$ cat src/pollable_consts.svh
// ------------------------------
// pollable memory constants
// bus, memory and playback sizing
// ------------------------------
`ifndef POLLABLE_CONSTS_SVH
`define POLLABLE_CONSTS_SVH

// host side
`define BUS_WIDTH 16
`define HALVES_PER_WORD 2 // bus transactions per memory word

// memory
`define ADDR_BITS 8 // 256 words

// input resampling and acknowledge
`define SAMPLE_DEPTH 3
`define ACK_DELAY 4

// playback
`define BYTES_PER_WORD 4

`endif

$ cat src/pollable_pkg.sv
// ------------------------------
// pollable memory types
// ------------------------------
`include "pollable_consts.svh"

package pollable_pkg;

	typedef logic [`BUS_WIDTH-1:0] half_t;
	typedef logic [`HALVES_PER_WORD*`BUS_WIDTH-1:0] word_t;
	typedef logic [`ADDR_BITS-1:0] addr_t;
	typedef logic [$bits(word_t)/`BYTES_PER_WORD-1:0] play_byte_t;

	// host control lines as one sample
	typedef struct packed {
		logic read; // 0 write, 1 read
		logic register_select; // 0 address, 1 data
		logic enable;
	} bus_ctrl_t;

	typedef enum logic [1:0] {
		PHASE_IDLE,
		PHASE_ADDRESS,
		PHASE_WRITE,
		PHASE_READ
	} phase_t;

endpackage

$ cat src/mem_port_if.sv
// ------------------------------
// memory request port
// ------------------------------
`timescale 1ns/1ns

interface mem_port_if;
	import pollable_pkg::*;

	logic req;
	logic we;
	addr_t addr;
	word_t wdata;
	logic grant; // one cycle, access happens here
	logic rvalid; // one cycle after a read grant
	word_t rdata;

	modport requester (
		output req, we, addr, wdata,
		input grant, rvalid, rdata
	);

	modport memory (
		input req, we, addr, wdata,
		output grant, rvalid, rdata
	);

endinterface

$ cat src/playback_reader.sv
// ------------------------------
// playback reader
// streams memory as bytes, msb first, with loop sync
// ------------------------------
`timescale 1ns/1ns
`include "pollable_consts.svh"

module playback_reader (
	input logic clock,
	input logic reset125,
	output pollable_pkg::play_byte_t play_byte,
	output logic play_sync,
	mem_port_if.requester mem
);
	import pollable_pkg::*;

	localparam int BYTE_BITS = $clog2(`BYTES_PER_WORD);
	localparam int BW = $bits(play_byte_t);
	localparam logic [BYTE_BITS-1:0] LAST_BYTE = BYTE_BITS'(`BYTES_PER_WORD - 1);

	logic [BYTE_BITS-1:0] byte_idx;
	addr_t fetch_addr;
	word_t next_word; // prefetched
	word_t cur_word; // being streamed

	assign mem.we = 1'b0; // read only port
	assign mem.wdata = '0;
	assign play_byte = cur_word[(LAST_BYTE - byte_idx)*BW +: BW];

	always_ff @(posedge clock) begin
		if (reset125) begin
			byte_idx <= '0;
			fetch_addr <= '0;
			cur_word <= '0;
			play_sync <= 1'b0;
			mem.req <= 1'b0;
		end else begin
			byte_idx <= byte_idx + 1'b1; // wraps every word
			play_sync <= 1'b0;
			if (byte_idx == '0) begin
				mem.req <= 1'b1;
				mem.addr <= fetch_addr;
				fetch_addr <= fetch_addr + 1'b1; // rolls over to word 0
			end else if (mem.grant) begin
				mem.req <= 1'b0;
			end
			if (mem.rvalid) begin
				next_word <= mem.rdata;
			end
			if (byte_idx == LAST_BYTE) begin
				cur_word <= next_word;
				play_sync <= (mem.addr == '0); // word 0 starts a new loop
			end
		end
	end

endmodule

$ cat src/flat_wrapper.sv
// flat-port wrapper written by rule: the top's interface ports become plain ports
module playback_reader_flat import pollable_pkg::*;
  (clock, reset125, play_byte, play_sync, mem_req, mem_we, mem_addr, mem_wdata, mem_grant, mem_rvalid, mem_rdata);
  mem_port_if mem_i ();
  input logic clock;
  input logic reset125;
  output pollable_pkg::play_byte_t play_byte;
  output logic play_sync;
  output wire logic [$bits(mem_i.req)-1:0] mem_req;
  output wire logic [$bits(mem_i.we)-1:0] mem_we;
  output wire logic [$bits(mem_i.addr)-1:0] mem_addr;
  output wire logic [$bits(mem_i.wdata)-1:0] mem_wdata;
  input wire logic [$bits(mem_i.grant)-1:0] mem_grant;
  input wire logic [$bits(mem_i.rvalid)-1:0] mem_rvalid;
  input wire logic [$bits(mem_i.rdata)-1:0] mem_rdata;
  assign mem_req = mem_i.req;
  assign mem_we = mem_i.we;
  assign mem_addr = mem_i.addr;
  assign mem_wdata = mem_i.wdata;
  assign mem_i.grant = mem_grant;
  assign mem_i.rvalid = mem_rvalid;
  assign mem_i.rdata = mem_rdata;
  playback_reader u_core (.clock(clock), .reset125(reset125), .play_byte(play_byte), .play_sync(play_sync), .mem(mem_i));
endmodule
$ cat config.mk
export PLATFORM = sky130hd
export DESIGN_NAME = playback_reader_flat
export DESIGN_NICKNAME = d
export VERILOG_FILES = /design/src/pollable_pkg.sv /design/src/mem_port_if.sv /design/src/playback_reader.sv /design/src/flat_wrapper.sv
export VERILOG_INCLUDE_DIRS = /design/src
export SDC_FILE = /design/constraint.sdc
export NUM_CORES = 1
export LEC_CHECK = 0
export BUFFER_PORTS_ARGS = -buffer_cell sky130_fd_sc_hd__buf_4
export CAP_MARGIN = 0
export CORE_UTILIZATION = 25
export DETAILED_ROUTE_END_ITERATION = 8
export PLACE_DENSITY = 0.51
export SLEW_MARGIN = 40
export SYNTH_ARGS = -nofsm -noshare
export SYNTH_HDL_FRONTEND = slang
export SYNTH_SLANG_ARGS = --single-unit
$ cat constraint.sdc
create_clock -name clock -period 3 [get_ports clock]
set_clock_uncertainty 0.05 [all_clocks]
set_input_delay 0.15 -clock clock [delete_from_list [all_inputs] [get_ports clock]]
set_output_delay 0.15 -clock clock [all_outputs]
set_load 0.02 [all_outputs]
==> flow_metrics.tcl <==
set metrics [dict create \
    status "completed" \
    insertion_delay_ns 0.33 \
    most-common-layout-cells "buf_4 (55), dfxtp_1 (44), edfxtp_1 (40)" \
    netlist_area_mm2 0.00328 \
    p_leak_nw 1.65 \
    crit_type "reg2reg" \
    avgViaCountPerCell 3.83 \
    grt_max_degree 47 \
    portBuffers 53 \
    drt_iter0_drc 46 \
    period_minus_slack_ns 2.13 \
    required_ns 3.15 \
    core_area_mm2 0.0127 \
    critPathLaunchType "flip-flop" \
    crit_fanout 26 \
    drt-pass1-iter-count 3 \
    synth_compound_area_share_pct 1.07 \
    antenna_found_initial 0 \
    diodes 0 \
    areaGrowthSynthToFinish_pct 32.5 \
    grt_usage_pct 8.97 \
    synth_xor_area_share_pct 1.07 \
    numCtsBuffers 9 \
    setup_tns_ns 0 \
    seq_area_frac_synth_pct 63.4 \
    cts.sinks 84 \
    crit_buf_inv 1 \
    htree_levels 3 \
    finalCritPeriodShare_pct 71.0 \
    drtAntennaViolNets 0 \
    hold_violations 0 \
    grt-ovfl-total 0 \
    rsz0062_at_grt "false" \
    synth.area.mux_share_pct 15.6 \
    ir_drop_v 0.000364 \
    ys_ff_latch 84 \
    tightest_slew_ns 0.678 \
    power.density_mw_per_mm2 611 \
    drive_gt1_share_pct 24.6 \
    io_pins 87 \
    slew_violations 0 \
    cp-end-kind "flip-flop" \
    cap_viol_max_count 0 \
    die_area_mm2 0.0136 \
    avgSynthCellArea_um2 13.5 \
    fp-row-count 41 \
    yosysWarnings 0 \
    routedWlPerCell_um 11.0 \
    clk_pin_slew_ns 0.06 \
    die_y_um 117 \
    arrival_ns 2.28 \
    synthCells 243 \
    initial_utilization_pct 25.8 \
    slew_headroom_pct 54.7 \
    gp_congestion 0.700 \
    drc 0 \
    slowest_delay_ns 0.75 \
    vias 1935 \
    yosys.area_share.simple_pct 7.82 \
    finalSetupViolCount 0 \
    cts_tree "built" \
    synth_cell_types 25 \
    hold_class "in2reg" \
    fin_area_mm2 0.00435 \
    placed_cell_area_mm2 0.00372 \
    die_w_um 117 \
    routed_wl_um 5540 \
    grt_pass1_wl_um 8850 \
    final_common_cell "buf_4" \
    synth_top_family_by_area "multiplexers" \
    cts_resized 0 \
    grt_pass1_vias 1838 \
    crit_slowest_cell "dfxtp_1" \
    final_nets 367 \
    worstPathCellList "ha_2, buf_4, mux2i_1, nor2_1" \
    crit_family "flip-flops" \
    clk_path_buf_depth 2 \
    clockRootBuffer "clkbuf_16" \
    cts_setup_buffers 0 \
    fmaxAchievable_ghz 0.470 \
    synth_fa_ha_area_share_pct 1.14 \
    hpwlAfterDp_um 3600 \
    finalPower_mw 2.66 \
    hold_slack_ns 0.0839 \
]
-- stage by stage --
stage | std cells | util (%) | worst slack, ns
floorplan | 275 | - | 0.810
global placement | 457 | 29.3 | 0.858
detailed placement | 457 | 29.3 | 0.813
CTS | 505 | 34.2 | 0.803
global route | 505 | 34.2 | 0.661
finish | 505 | 34.2 | 0.870
-- per-layer routing --
metal | vias to the layer above | wire [µm] | GRT usage (%)
met3 | 4 | 341 | 3.68
met2 | 78 | 2590 | 13.8
met1 | 904 | 2540 | 10.7
met4 | 0 | 63 | 4.81
met5 | - | 0 | 0
li1 | 949 | - | -
-- registers in the layout, summed over array words and instances, names as in the netlist --
register           count
u_core.cur_word       32
u_core.next_word      32
u_core.fetch_addr      8
u_core.mem.addr        8
u_core.byte_idx        2
u_core.mem.req         1
u_core.play_sync       1
-- synth_stat cells, drive strengths merged --
cell	number	area, µm²
o21ai	3	15.0
ha	3	37.5
nand3	2	10.0
nand2	2	7.51
or3	3	18.8
or4b	1	10.0
nor4	1	12.5
xnor2	1	8.76
nor2b	3	18.8
nand4	3	25.0
dfxtp	44	881
clkbuf	5	18.8
a21oi	4	20.0
buf	40	292
conb	1	3.75
or4	1	7.51
inv	3	11.3
mux4	8	180
mux2i	33	330
xor2	3	26.3
nor2	39	146
edfxtp	40	1200
-- power by group --
group          switching [mW]  internal (mW)  total, mW  leakage (nW)
sequential             0.0399           1.27       1.31         0.735
combinational           0.125          0.119      0.245         0.774
clock                   0.434          0.670       1.10         0.138
total                   0.599           2.06       2.66          1.65
-- worst reg2reg max path, delay by kind of cell (launching register included) --
kind,cells,cell delay (ns)
flops,1,0.75
fa+ha+maj,1,0.45
buf+inv,1,0.44
mux,1,0.26
simple gates,1,0.05
-- worst paths after layout --
path | start | to | slack (ns) | cells past startpoint
worst min-delay path | mem_grant | u_core.mem.req$_SDFFE_PP0P_ | 0.08 | 4
worst max-delay path | u_core.byte_idx[0]$_SDFF_PP0_ | u_core.cur_word[31]$_SDFFE_PP0P_ | 0.87 | 4
worst min register to register | u_core.fetch_addr[7]$_SDFFE_PP0P_ | u_core.mem.addr[7]$_DFFE_PP_ | 0.40 | 0
worst max register to register | u_core.byte_idx[0]$_SDFF_PP0_ | u_core.cur_word[31]$_SDFFE_PP0P_ | 0.87 | 4
-- cell families after synthesis --
group / Yosys count
simple gates: 55
xor+xnor: 4
buf+inv: 48
fa+ha+maj: 3
flops: 84
mux: 41
compound gates: 7
other cells: 1
-- cell type report --
type,instances,area [µm²]
fill,1299,8370
sequential,84,2080
multi-input combinational,143,1000
timing repair buffer,87,733
clock buffer,11,243
tap,172,215
clock inverter,5,61.3
inverter,3,11.3
-- what timing repair did --
| action | in CTS | in global routing |
|---|---|---|
| hold buffers | 32 | 0 |
| endpoints found under the setup margin | 0 | 0 |
| endpoints found under the hold margin | 32 | 0 |
(Power assumes the default switching activity.)
