File: config.mk
export PLATFORM = sky130hd
export DESIGN_NAME = bus_slave_engine_flat
export DESIGN_NICKNAME = d
export VERILOG_FILES = /design/src/pollable_pkg.sv /design/src/mem_port_if.sv /design/src/bus_slave_engine.sv /design/src/sample_delay.sv /design/src/flat_wrapper.sv
export VERILOG_INCLUDE_DIRS = /design/src
export SDC_FILE = /design/constraint.sdc
export NUM_CORES = 1
export LEC_CHECK = 0
export BUFFER_PORTS_ARGS = -buffer_cell sky130_fd_sc_hd__buf_2
export CAP_MARGIN = 25
export CELL_PAD_IN_SITES_DETAIL_PLACEMENT = 1
export CELL_PAD_IN_SITES_GLOBAL_PLACEMENT = 2
export CORE_MARGIN = 2
export CORE_UTILIZATION = 39
export CTS_BUF_LIST = sky130_fd_sc_hd__clkbuf_16
export CTS_CLUSTER_DIAMETER = 40
export DETAILED_ROUTE_END_ITERATION = 10
export PLACE_DENSITY = 0.77
export SETUP_SLACK_MARGIN = 0.02
export SYNTH_ARGS = -nofsm -noshare
export SYNTH_HDL_FRONTEND = slang
export SYNTH_SLANG_ARGS = --single-unit
export TNS_END_PERCENT = 100
File: constraint.sdc
create_clock -name clock -period 4.3 [get_ports clock]
set_clock_uncertainty 0.2 [all_clocks]
set_input_delay 1.29 -clock clock [delete_from_list [all_inputs] [get_ports clock]]
set_output_delay 1.29 -clock clock [all_outputs]
set_load 0.01 [all_outputs]
File: src/pollable_consts.svh
// ------------------------------
// pollable memory constants
// bus, memory and playback sizing
// ------------------------------
`ifndef POLLABLE_CONSTS_SVH
`define POLLABLE_CONSTS_SVH

// host side
`define BUS_WIDTH 16
`define HALVES_PER_WORD 2 // bus transactions per memory word

// memory
`define ADDR_BITS 8 // 256 words

// input resampling and acknowledge
`define SAMPLE_DEPTH 3
`define ACK_DELAY 4

// playback
`define BYTES_PER_WORD 4

`endif

File: src/pollable_pkg.sv
// ------------------------------
// pollable memory types
// ------------------------------
`include "pollable_consts.svh"

package pollable_pkg;

	typedef logic [`BUS_WIDTH-1:0] half_t;
	typedef logic [`HALVES_PER_WORD*`BUS_WIDTH-1:0] word_t;
	typedef logic [`ADDR_BITS-1:0] addr_t;
	typedef logic [$bits(word_t)/`BYTES_PER_WORD-1:0] play_byte_t;

	// host control lines as one sample
	typedef struct packed {
		logic read; // 0 write, 1 read
		logic register_select; // 0 address, 1 data
		logic enable;
	} bus_ctrl_t;

	typedef enum logic [1:0] {
		PHASE_IDLE,
		PHASE_ADDRESS,
		PHASE_WRITE,
		PHASE_READ
	} phase_t;

endpackage

File: src/mem_port_if.sv
// ------------------------------
// memory request port
// ------------------------------
`timescale 1ns/1ns

interface mem_port_if;
	import pollable_pkg::*;

	logic req;
	logic we;
	addr_t addr;
	word_t wdata;
	logic grant; // one cycle, access happens here
	logic rvalid; // one cycle after a read grant
	word_t rdata;

	modport requester (
		output req, we, addr, wdata,
		input grant, rvalid, rdata
	);

	modport memory (
		input req, we, addr, wdata,
		output grant, rvalid, rdata
	);

endinterface

File: src/bus_slave_engine.sv
// ------------------------------
// host bus slave engine
// address, write and read phases with auto-increment
// ------------------------------
`timescale 1ns/1ns
`include "pollable_consts.svh"

module bus_slave_engine (
	input logic clock,
	input logic reset125,
	input logic read,
	input logic register_select,
	input logic enable,
	input pollable_pkg::half_t bus_in,
	output pollable_pkg::half_t bus_out,
	output logic bus_oe,
	output logic ack_valid,
	mem_port_if.requester mem
);
	import pollable_pkg::*;

	localparam int HALF_BITS = $clog2(`HALVES_PER_WORD);
	localparam logic [HALF_BITS-1:0] FIRST_HALF = HALF_BITS'(`HALVES_PER_WORD - 1);

	bus_ctrl_t ctrl_now;
	bus_ctrl_t ctrl_taps [`SAMPLE_DEPTH];
	half_t bus_taps [`SAMPLE_DEPTH];
	logic ack_taps [`ACK_DELAY];
	bus_ctrl_t ctrl_s, ctrl_p; // last two samples
	half_t bus_s;
	logic en_hi, en_lo, start;
	phase_t phase, kind;
	logic [HALF_BITS-1:0] half_cnt, idx;
	logic busy, fetching, ack_int;
	addr_t addr_reg;
	word_t wbuf, rbuf;

	// ------------------------------
	// input resampling and ack delay
	// ------------------------------
	assign ctrl_now = '{read: read, register_select: register_select, enable: enable};

	sample_delay #(.T(bus_ctrl_t), .DEPTH(`SAMPLE_DEPTH)) u_ctrl_delay (
		.clock(clock), .reset125(reset125), .d(ctrl_now), .taps(ctrl_taps));
	sample_delay #(.T(half_t), .DEPTH(`SAMPLE_DEPTH)) u_bus_delay (
		.clock(clock), .reset125(reset125), .d(bus_in), .taps(bus_taps));
	sample_delay #(.T(logic), .DEPTH(`ACK_DELAY)) u_ack_delay (
		.clock(clock), .reset125(reset125), .d(ack_int), .taps(ack_taps));

	assign ctrl_s = ctrl_taps[`SAMPLE_DEPTH-1];
	assign ctrl_p = ctrl_taps[`SAMPLE_DEPTH-2];
	assign bus_s = bus_taps[`SAMPLE_DEPTH-1];
	assign ack_valid = ack_taps[`ACK_DELAY-1];

	// a level only counts once two samples agree
	assign en_hi = ctrl_s.enable & ctrl_p.enable;
	assign en_lo = ~(ctrl_s.enable | ctrl_p.enable);
	assign start = en_hi & ~busy & ~mem.req
		& (ctrl_s.read == ctrl_p.read)
		& (ctrl_s.register_select == ctrl_p.register_select);

	always_comb begin
		if (ctrl_s.read) begin
			kind = PHASE_READ;
		end else if (ctrl_s.register_select) begin
			kind = PHASE_WRITE;
		end else begin
			kind = PHASE_ADDRESS;
		end
		idx = (kind == phase) ? half_cnt : FIRST_HALF; // new phase kind restarts at msb half
	end

	// ------------------------------
	// phase engine
	// ------------------------------
	always_ff @(posedge clock) begin
		if (reset125) begin
			phase <= PHASE_IDLE;
			half_cnt <= FIRST_HALF;
			busy <= 1'b0;
			fetching <= 1'b0;
			ack_int <= 1'b0;
			addr_reg <= '0;
			bus_oe <= 1'b0;
			mem.req <= 1'b0;
			mem.we <= 1'b0;
		end else begin
			if (ctrl_s.read == ctrl_p.read) begin
				bus_oe <= ctrl_s.read;
			end
			if (mem.grant) begin
				mem.req <= 1'b0;
				if (mem.we) begin
					addr_reg <= addr_reg + 1'b1; // increment once the write has landed
				end
			end
			if (start) begin
				busy <= 1'b1;
				phase <= kind;
				half_cnt <= idx;
				case (kind)
					PHASE_ADDRESS: begin
						addr_reg <= addr_t'(bus_s);
						ack_int <= 1'b1;
					end
					PHASE_WRITE: begin
						wbuf[idx*`BUS_WIDTH +: `BUS_WIDTH] <= bus_s;
						ack_int <= 1'b1;
					end
					default: begin
						if (idx == FIRST_HALF) begin // fresh word needed
							mem.req <= 1'b1;
							mem.we <= 1'b0;
							mem.addr <= addr_reg;
							fetching <= 1'b1;
						end else begin
							bus_out <= rbuf[idx*`BUS_WIDTH +: `BUS_WIDTH];
							ack_int <= 1'b1;
						end
					end
				endcase
			end
			if (fetching && mem.rvalid) begin
				rbuf <= mem.rdata;
				bus_out <= mem.rdata[FIRST_HALF*`BUS_WIDTH +: `BUS_WIDTH];
				ack_int <= 1'b1;
				fetching <= 1'b0;
			end
			// enable steady low closes the phase
			if (busy && !fetching && en_lo) begin
				busy <= 1'b0;
				ack_int <= 1'b0;
				if (phase == PHASE_WRITE && half_cnt == '0) begin
					mem.req <= 1'b1;
					mem.we <= 1'b1;
					mem.addr <= addr_reg;
					mem.wdata <= wbuf;
					half_cnt <= FIRST_HALF;
				end else if (phase == PHASE_READ && half_cnt == '0) begin
					addr_reg <= addr_reg + 1'b1;
					half_cnt <= FIRST_HALF;
				end else if (phase != PHASE_ADDRESS) begin
					half_cnt <= half_cnt - 1'b1;
				end
			end
		end
	end

endmodule

File: src/sample_delay.sv
// ------------------------------
// sample delay chain
// shift register with every stage exposed
// ------------------------------
`timescale 1ns/1ns

module sample_delay #(
	parameter type T = logic,
	parameter int DEPTH = 2
) (
	input logic clock,
	input logic reset125,
	input T d,
	output T taps [DEPTH]
);

	always_ff @(posedge clock) begin
		if (reset125) begin
			for (int i = 0; i < DEPTH; i++) begin
				taps[i] <= '0;
			end
		end else begin
			taps[0] <= d; // newest sample
			for (int i = 1; i < DEPTH; i++) begin
				taps[i] <= taps[i-1];
			end
		end
	end

endmodule

File: src/flat_wrapper.sv
// flat-port wrapper written by rule: the top's interface ports become plain ports
module bus_slave_engine_flat import pollable_pkg::*;
  (clock, reset125, read, register_select, enable, bus_in, bus_out, bus_oe, ack_valid, mem_req, mem_we, mem_addr, mem_wdata, mem_grant, mem_rvalid, mem_rdata);
  mem_port_if mem_i ();
  input logic clock;
  input logic reset125;
  input logic read;
  input logic register_select;
  input logic enable;
  input pollable_pkg::half_t bus_in;
  output pollable_pkg::half_t bus_out;
  output logic bus_oe;
  output logic ack_valid;
  output wire logic [$bits(mem_i.req)-1:0] mem_req;
  output wire logic [$bits(mem_i.we)-1:0] mem_we;
  output wire logic [$bits(mem_i.addr)-1:0] mem_addr;
  output wire logic [$bits(mem_i.wdata)-1:0] mem_wdata;
  input wire logic [$bits(mem_i.grant)-1:0] mem_grant;
  input wire logic [$bits(mem_i.rvalid)-1:0] mem_rvalid;
  input wire logic [$bits(mem_i.rdata)-1:0] mem_rdata;
  assign mem_req = mem_i.req;
  assign mem_we = mem_i.we;
  assign mem_addr = mem_i.addr;
  assign mem_wdata = mem_i.wdata;
  assign mem_i.grant = mem_grant;
  assign mem_i.rvalid = mem_rvalid;
  assign mem_i.rdata = mem_rdata;
  bus_slave_engine u_core (.clock(clock), .reset125(reset125), .read(read), .register_select(register_select), .enable(enable), .bus_in(bus_in), .bus_out(bus_out), .bus_oe(bus_oe), .ack_valid(ack_valid), .mem(mem_i));
endmodule
==> results.sh <==
export IMPL_wire_length_of_the_first_global_routing_pass_mm=24.7
export IMPL_filler_cell_count=1843
export IMPL_synthFlopType="sky130_fd_sc_hd__edfxtp_1"
export IMPL_rsz0062_at_grt="false"
export IMPL_detailroute_via_count=4483
export IMPL_finalSetupTns_ns=0
export IMPL_path_class="register to register"
export IMPL_cap_violations=0
export IMPL_setup_viol_count_final=0
export IMPL_vdd_drop_max_mv=0.260
export IMPL_achievable_frequency_mhz=347
export IMPL_synth_top_family_by_area="simple AND/OR/NAND/NOR gates"
export IMPL_synth_xor_area_frac=0.00484
export IMPL_synth_edff_count=120
export IMPL_synth_top_cells_by_count="sky130_fd_sc_hd__edfxtp_1, sky130_fd_sc_hd__dfxtp_1, sky130_fd_sc_hd__nor2b_1"
export IMPL_tightest_slew_ns=0.862
export IMPL_power_leakage_nw=3.21
export IMPL_synth_area_leader_cell="sky130_fd_sc_hd__edfxtp_1"
export IMPL_worst_endpoint_required_ns=4.22
export IMPL_synthesized_flop_and_latch_total=198
export IMPL_initial_antenna_violation_count=1
export IMPL_hold_class="register to register"
export IMPL_synthMuxAreaShare=0.0140
export IMPL_die_height_um=140
export IMPL_firstDrtPassIters=4
export IMPL_post_synth_and_or_nand_nor_area_fraction=0.160
export IMPL_slew_headroom=0.425
export IMPL_timing_max_transition_violations_final=0
export IMPL_ys_async_sr_fraction=0
export IMPL_route_detailed_wl_per_inst_um=17.8
export IMPL_yosys_cell_types_count=55
export IMPL_critical_path_startpoint_type="register"
export IMPL_cts_repair_resize_count=0
export IMPL_ant_nets=0
export IMPL_place_port_buffers=114
export IMPL_timing_final_crit_share=0.670
export IMPL_cts_root_buffer_cell="sky130_fd_sc_hd__clkbuf_16"
export IMPL_clock_latency_ns=0.44
export IMPL_worstPathArrival_ns=2.80
export IMPL_fraction_of_the_mapped_netlist_area_in_compound_gates=0.0883
export IMPL_critPathMaxFanout=18
export IMPL_post_cts_setup_buffer_count=0
export IMPL_grt_start_max_net_pins=41
export IMPL_drive_above_1_share=0.290
export IMPL_clock_buffer_depth=2
export IMPL_hold_path_endpoint="u_core.mem.wdata[21]$_DFFE_PP_"
export IMPL_cts_buffers_inserted=17
export IMPL_worstHoldStart="u_core.wbuf[21]$_DFFE_PP_"
export IMPL_synth_fp_nets=569
export IMPL_registers_top_by_ff_count="u_core.u_bus_delay.taps"
export IMPL_cts_sink_count=198
export IMPL_timing_rr_end="u_core.wbuf[6]$_DFFE_PP_"
export IMPL_postSynthCellCount=513
export IMPL_synthesis_yosys_warnings=0
export IMPL_postSynthAreaPerCell_sq_um=14.1
export IMPL_top_level_ports=115
export IMPL_final_setup_worst_slack_ns=1.42
export IMPL_holdBufCountCts=0
export IMPL_finalWirelength_mm=15.5
export IMPL_number_of_global_route_vias_before_repair=4652
export IMPL_cts_clk_slew_worst_paths_ns=0.07
export IMPL_report_final_hold_viol_count=0
export IMPL_detailed_place_hpwl_mm=10.4
export IMPL_cts_tree="yes"
export IMPL_cell_area_after_synthesis_sq_um=7240
export IMPL_place_gp_congestion=0.822
export IMPL_hold_depth=0
export IMPL_drc=0
export IMPL_initial_core_util=0.400
export IMPL_core_area_sq_um=18100
export IMPL_start_of_the_worst_register_to_register_path="u_core.u_ctrl_delay.taps[1]$_SDFF_PP0_"
export IMPL_outcome="finished, final reports clean"
export IMPL_drtIter0Drc=186
export IMPL_largest_register_ff_count=48
export IMPL_fp_dieArea_sq_um=19700
export IMPL_grt_remaining_overflow=0
export IMPL_pwr_per_cell_area_nw_per_um2=429
export IMPL_critical_path_endpoint_type="register"
export IMPL_synth_adder_area_share=0.00173
export IMPL_r2r_worst_path_cells=5
export IMPL_dpl_worst_slack_ns=1.20
export IMPL_die_w_um=140
export IMPL_synth_top_area_frac=0.497
export IMPL_synthToLayoutAreaGrowth_pct=19.8
export IMPL_vias_per_cell=5.13
export IMPL_ff2ff_setup_slack_ns=1.42
export IMPL_gr_usage_all_layers=0.163
export IMPL_finish_net_count=687
export IMPL_period_minus_slack_ns=2.88
export IMPL_netlist_top_cells_area="sky130_fd_sc_hd__edfxtp_1, sky130_fd_sc_hd__dfxtp_1, sky130_fd_sc_hd__nor2b_1"
export IMPL_htreeDepth=4
export IMPL_placement_rows=49
export IMPL_yosys_cell_count_top_type="sky130_fd_sc_hd__edfxtp_1"
export IMPL_synth_seq_area_share=0.713
-- metrics by stage --
step | hold slack (ns) | cell area (sq um) | instances | util | total power (W)
after detailed placement | 0.206 | 8070 | 841 | 0.446 | 0.00217
final | 0.221 | 8680 | 874 | 0.480 | 0.00373
after global placement | 0.203 | 8070 | 841 | 0.446 | 0.00216
after floorplan | 0.200 | 7240 | 513 | - | 0.00212
after global routing | 0.231 | 8680 | 874 | 0.480 | 0.00386
after CTS | 0.223 | 8680 | 873 | 0.480 | 0.00377
-- layout by cell type, fill, tap and decap left out, drive strengths merged, types with 3 or more instances in the layout --
cell type	instances
inv	12
a21oi	12
buf	123
nor2	24
nand3	4
edfxtp	120
a211oi	3
a2111oi	17
a211o	6
clkbuf	17
nor4	4
o22ai	16
nand2	12
and3	3
dfxtp	78
and2	35
o21a	4
o21ai	9
clkinv	5
nor2b	62
nor3	34
mux2	9
nand2b	4
nand4	3
-- worst max-delay path: stages (launching register included) --
cell and delay [ns]:
sky130_fd_sc_hd__dfxtp_1 0.40, sky130_fd_sc_hd__or3b_1 0.42, sky130_fd_sc_hd__a21o_1 0.47, sky130_fd_sc_hd__a21o_1 0.46, sky130_fd_sc_hd__nor4_4 0.30, sky130_fd_sc_hd__buf_4 0.29
-- metal layers --
| metal | up-vias | GRT usage | wire length [um] |
|---|---|---|---|
| met5 | - | 0 | 0 |
| met4 | 0 | 0.0633 | 163 |
| met3 | 13 | 0.0390 | 631 |
| met2 | 95 | 0.266 | 7450 |
| met1 | 2234 | 0.211 | 7280 |
| li1 | 2141 | - | - |
-- how the worst max path moves through the flow --
stage	from	endpoint	slack (ns)	cells after the start
after floorplan	reset125	u_core.wbuf[16]$_DFFE_PP_	0.28	3
after global placement	reset125	u_core.addr_reg[7]$_SDFF_PP0_	1.33	4
after detailed placement	mem_rvalid	u_core.bus_out[2]$_DFFE_PP_	1.20	5
after CTS	u_core.u_ctrl_delay.taps[1]$_SDFF_PP0_	u_core.wbuf[5]$_DFFE_PP_	1.34	5
after global routing	u_core.u_ctrl_delay.taps[1]$_SDFF_PP0_	u_core.wbuf[5]$_DFFE_PP_	1.27	5
final	u_core.u_ctrl_delay.taps[1]$_SDFF_PP0_	u_core.wbuf[6]$_DFFE_PP_	1.42	5
-- cell families (layout without fill, tap and decap cells) --
group	count (synthesis)	count (layout)
DFF	198	198
and+or+nand+nor	197	197
AOI/OAI and AO/OA	77	77
buffers and inverters	27	158
muxes	9	9
xor gates and xnor gates	4	4
adders and majority gates	1	1
other	0	1
-- report_power, final --
group	total (W)	leakage, nW	internal [W]	switching (W)
clock	0.00161	0.303	0.000838	0.000768
sequential	0.00204	1.73	0.00202	0.0000134
combinational	0.0000852	1.17	0.0000427	0.0000424
-- final cells by class --
cell class	count	area (sq um)	area share
multi-input combinational	288	1970	0.227
timing repair buffer	123	638	0.0735
inverter	3	11.3	0.00130
clock inverter	15	184	0.0212
tap	229	287	0.0330
antenna	1	2.50	0.000288
sequential	198	5160	0.595
clock buffer	17	425	0.0490
(Power assumes the default switching activity.)
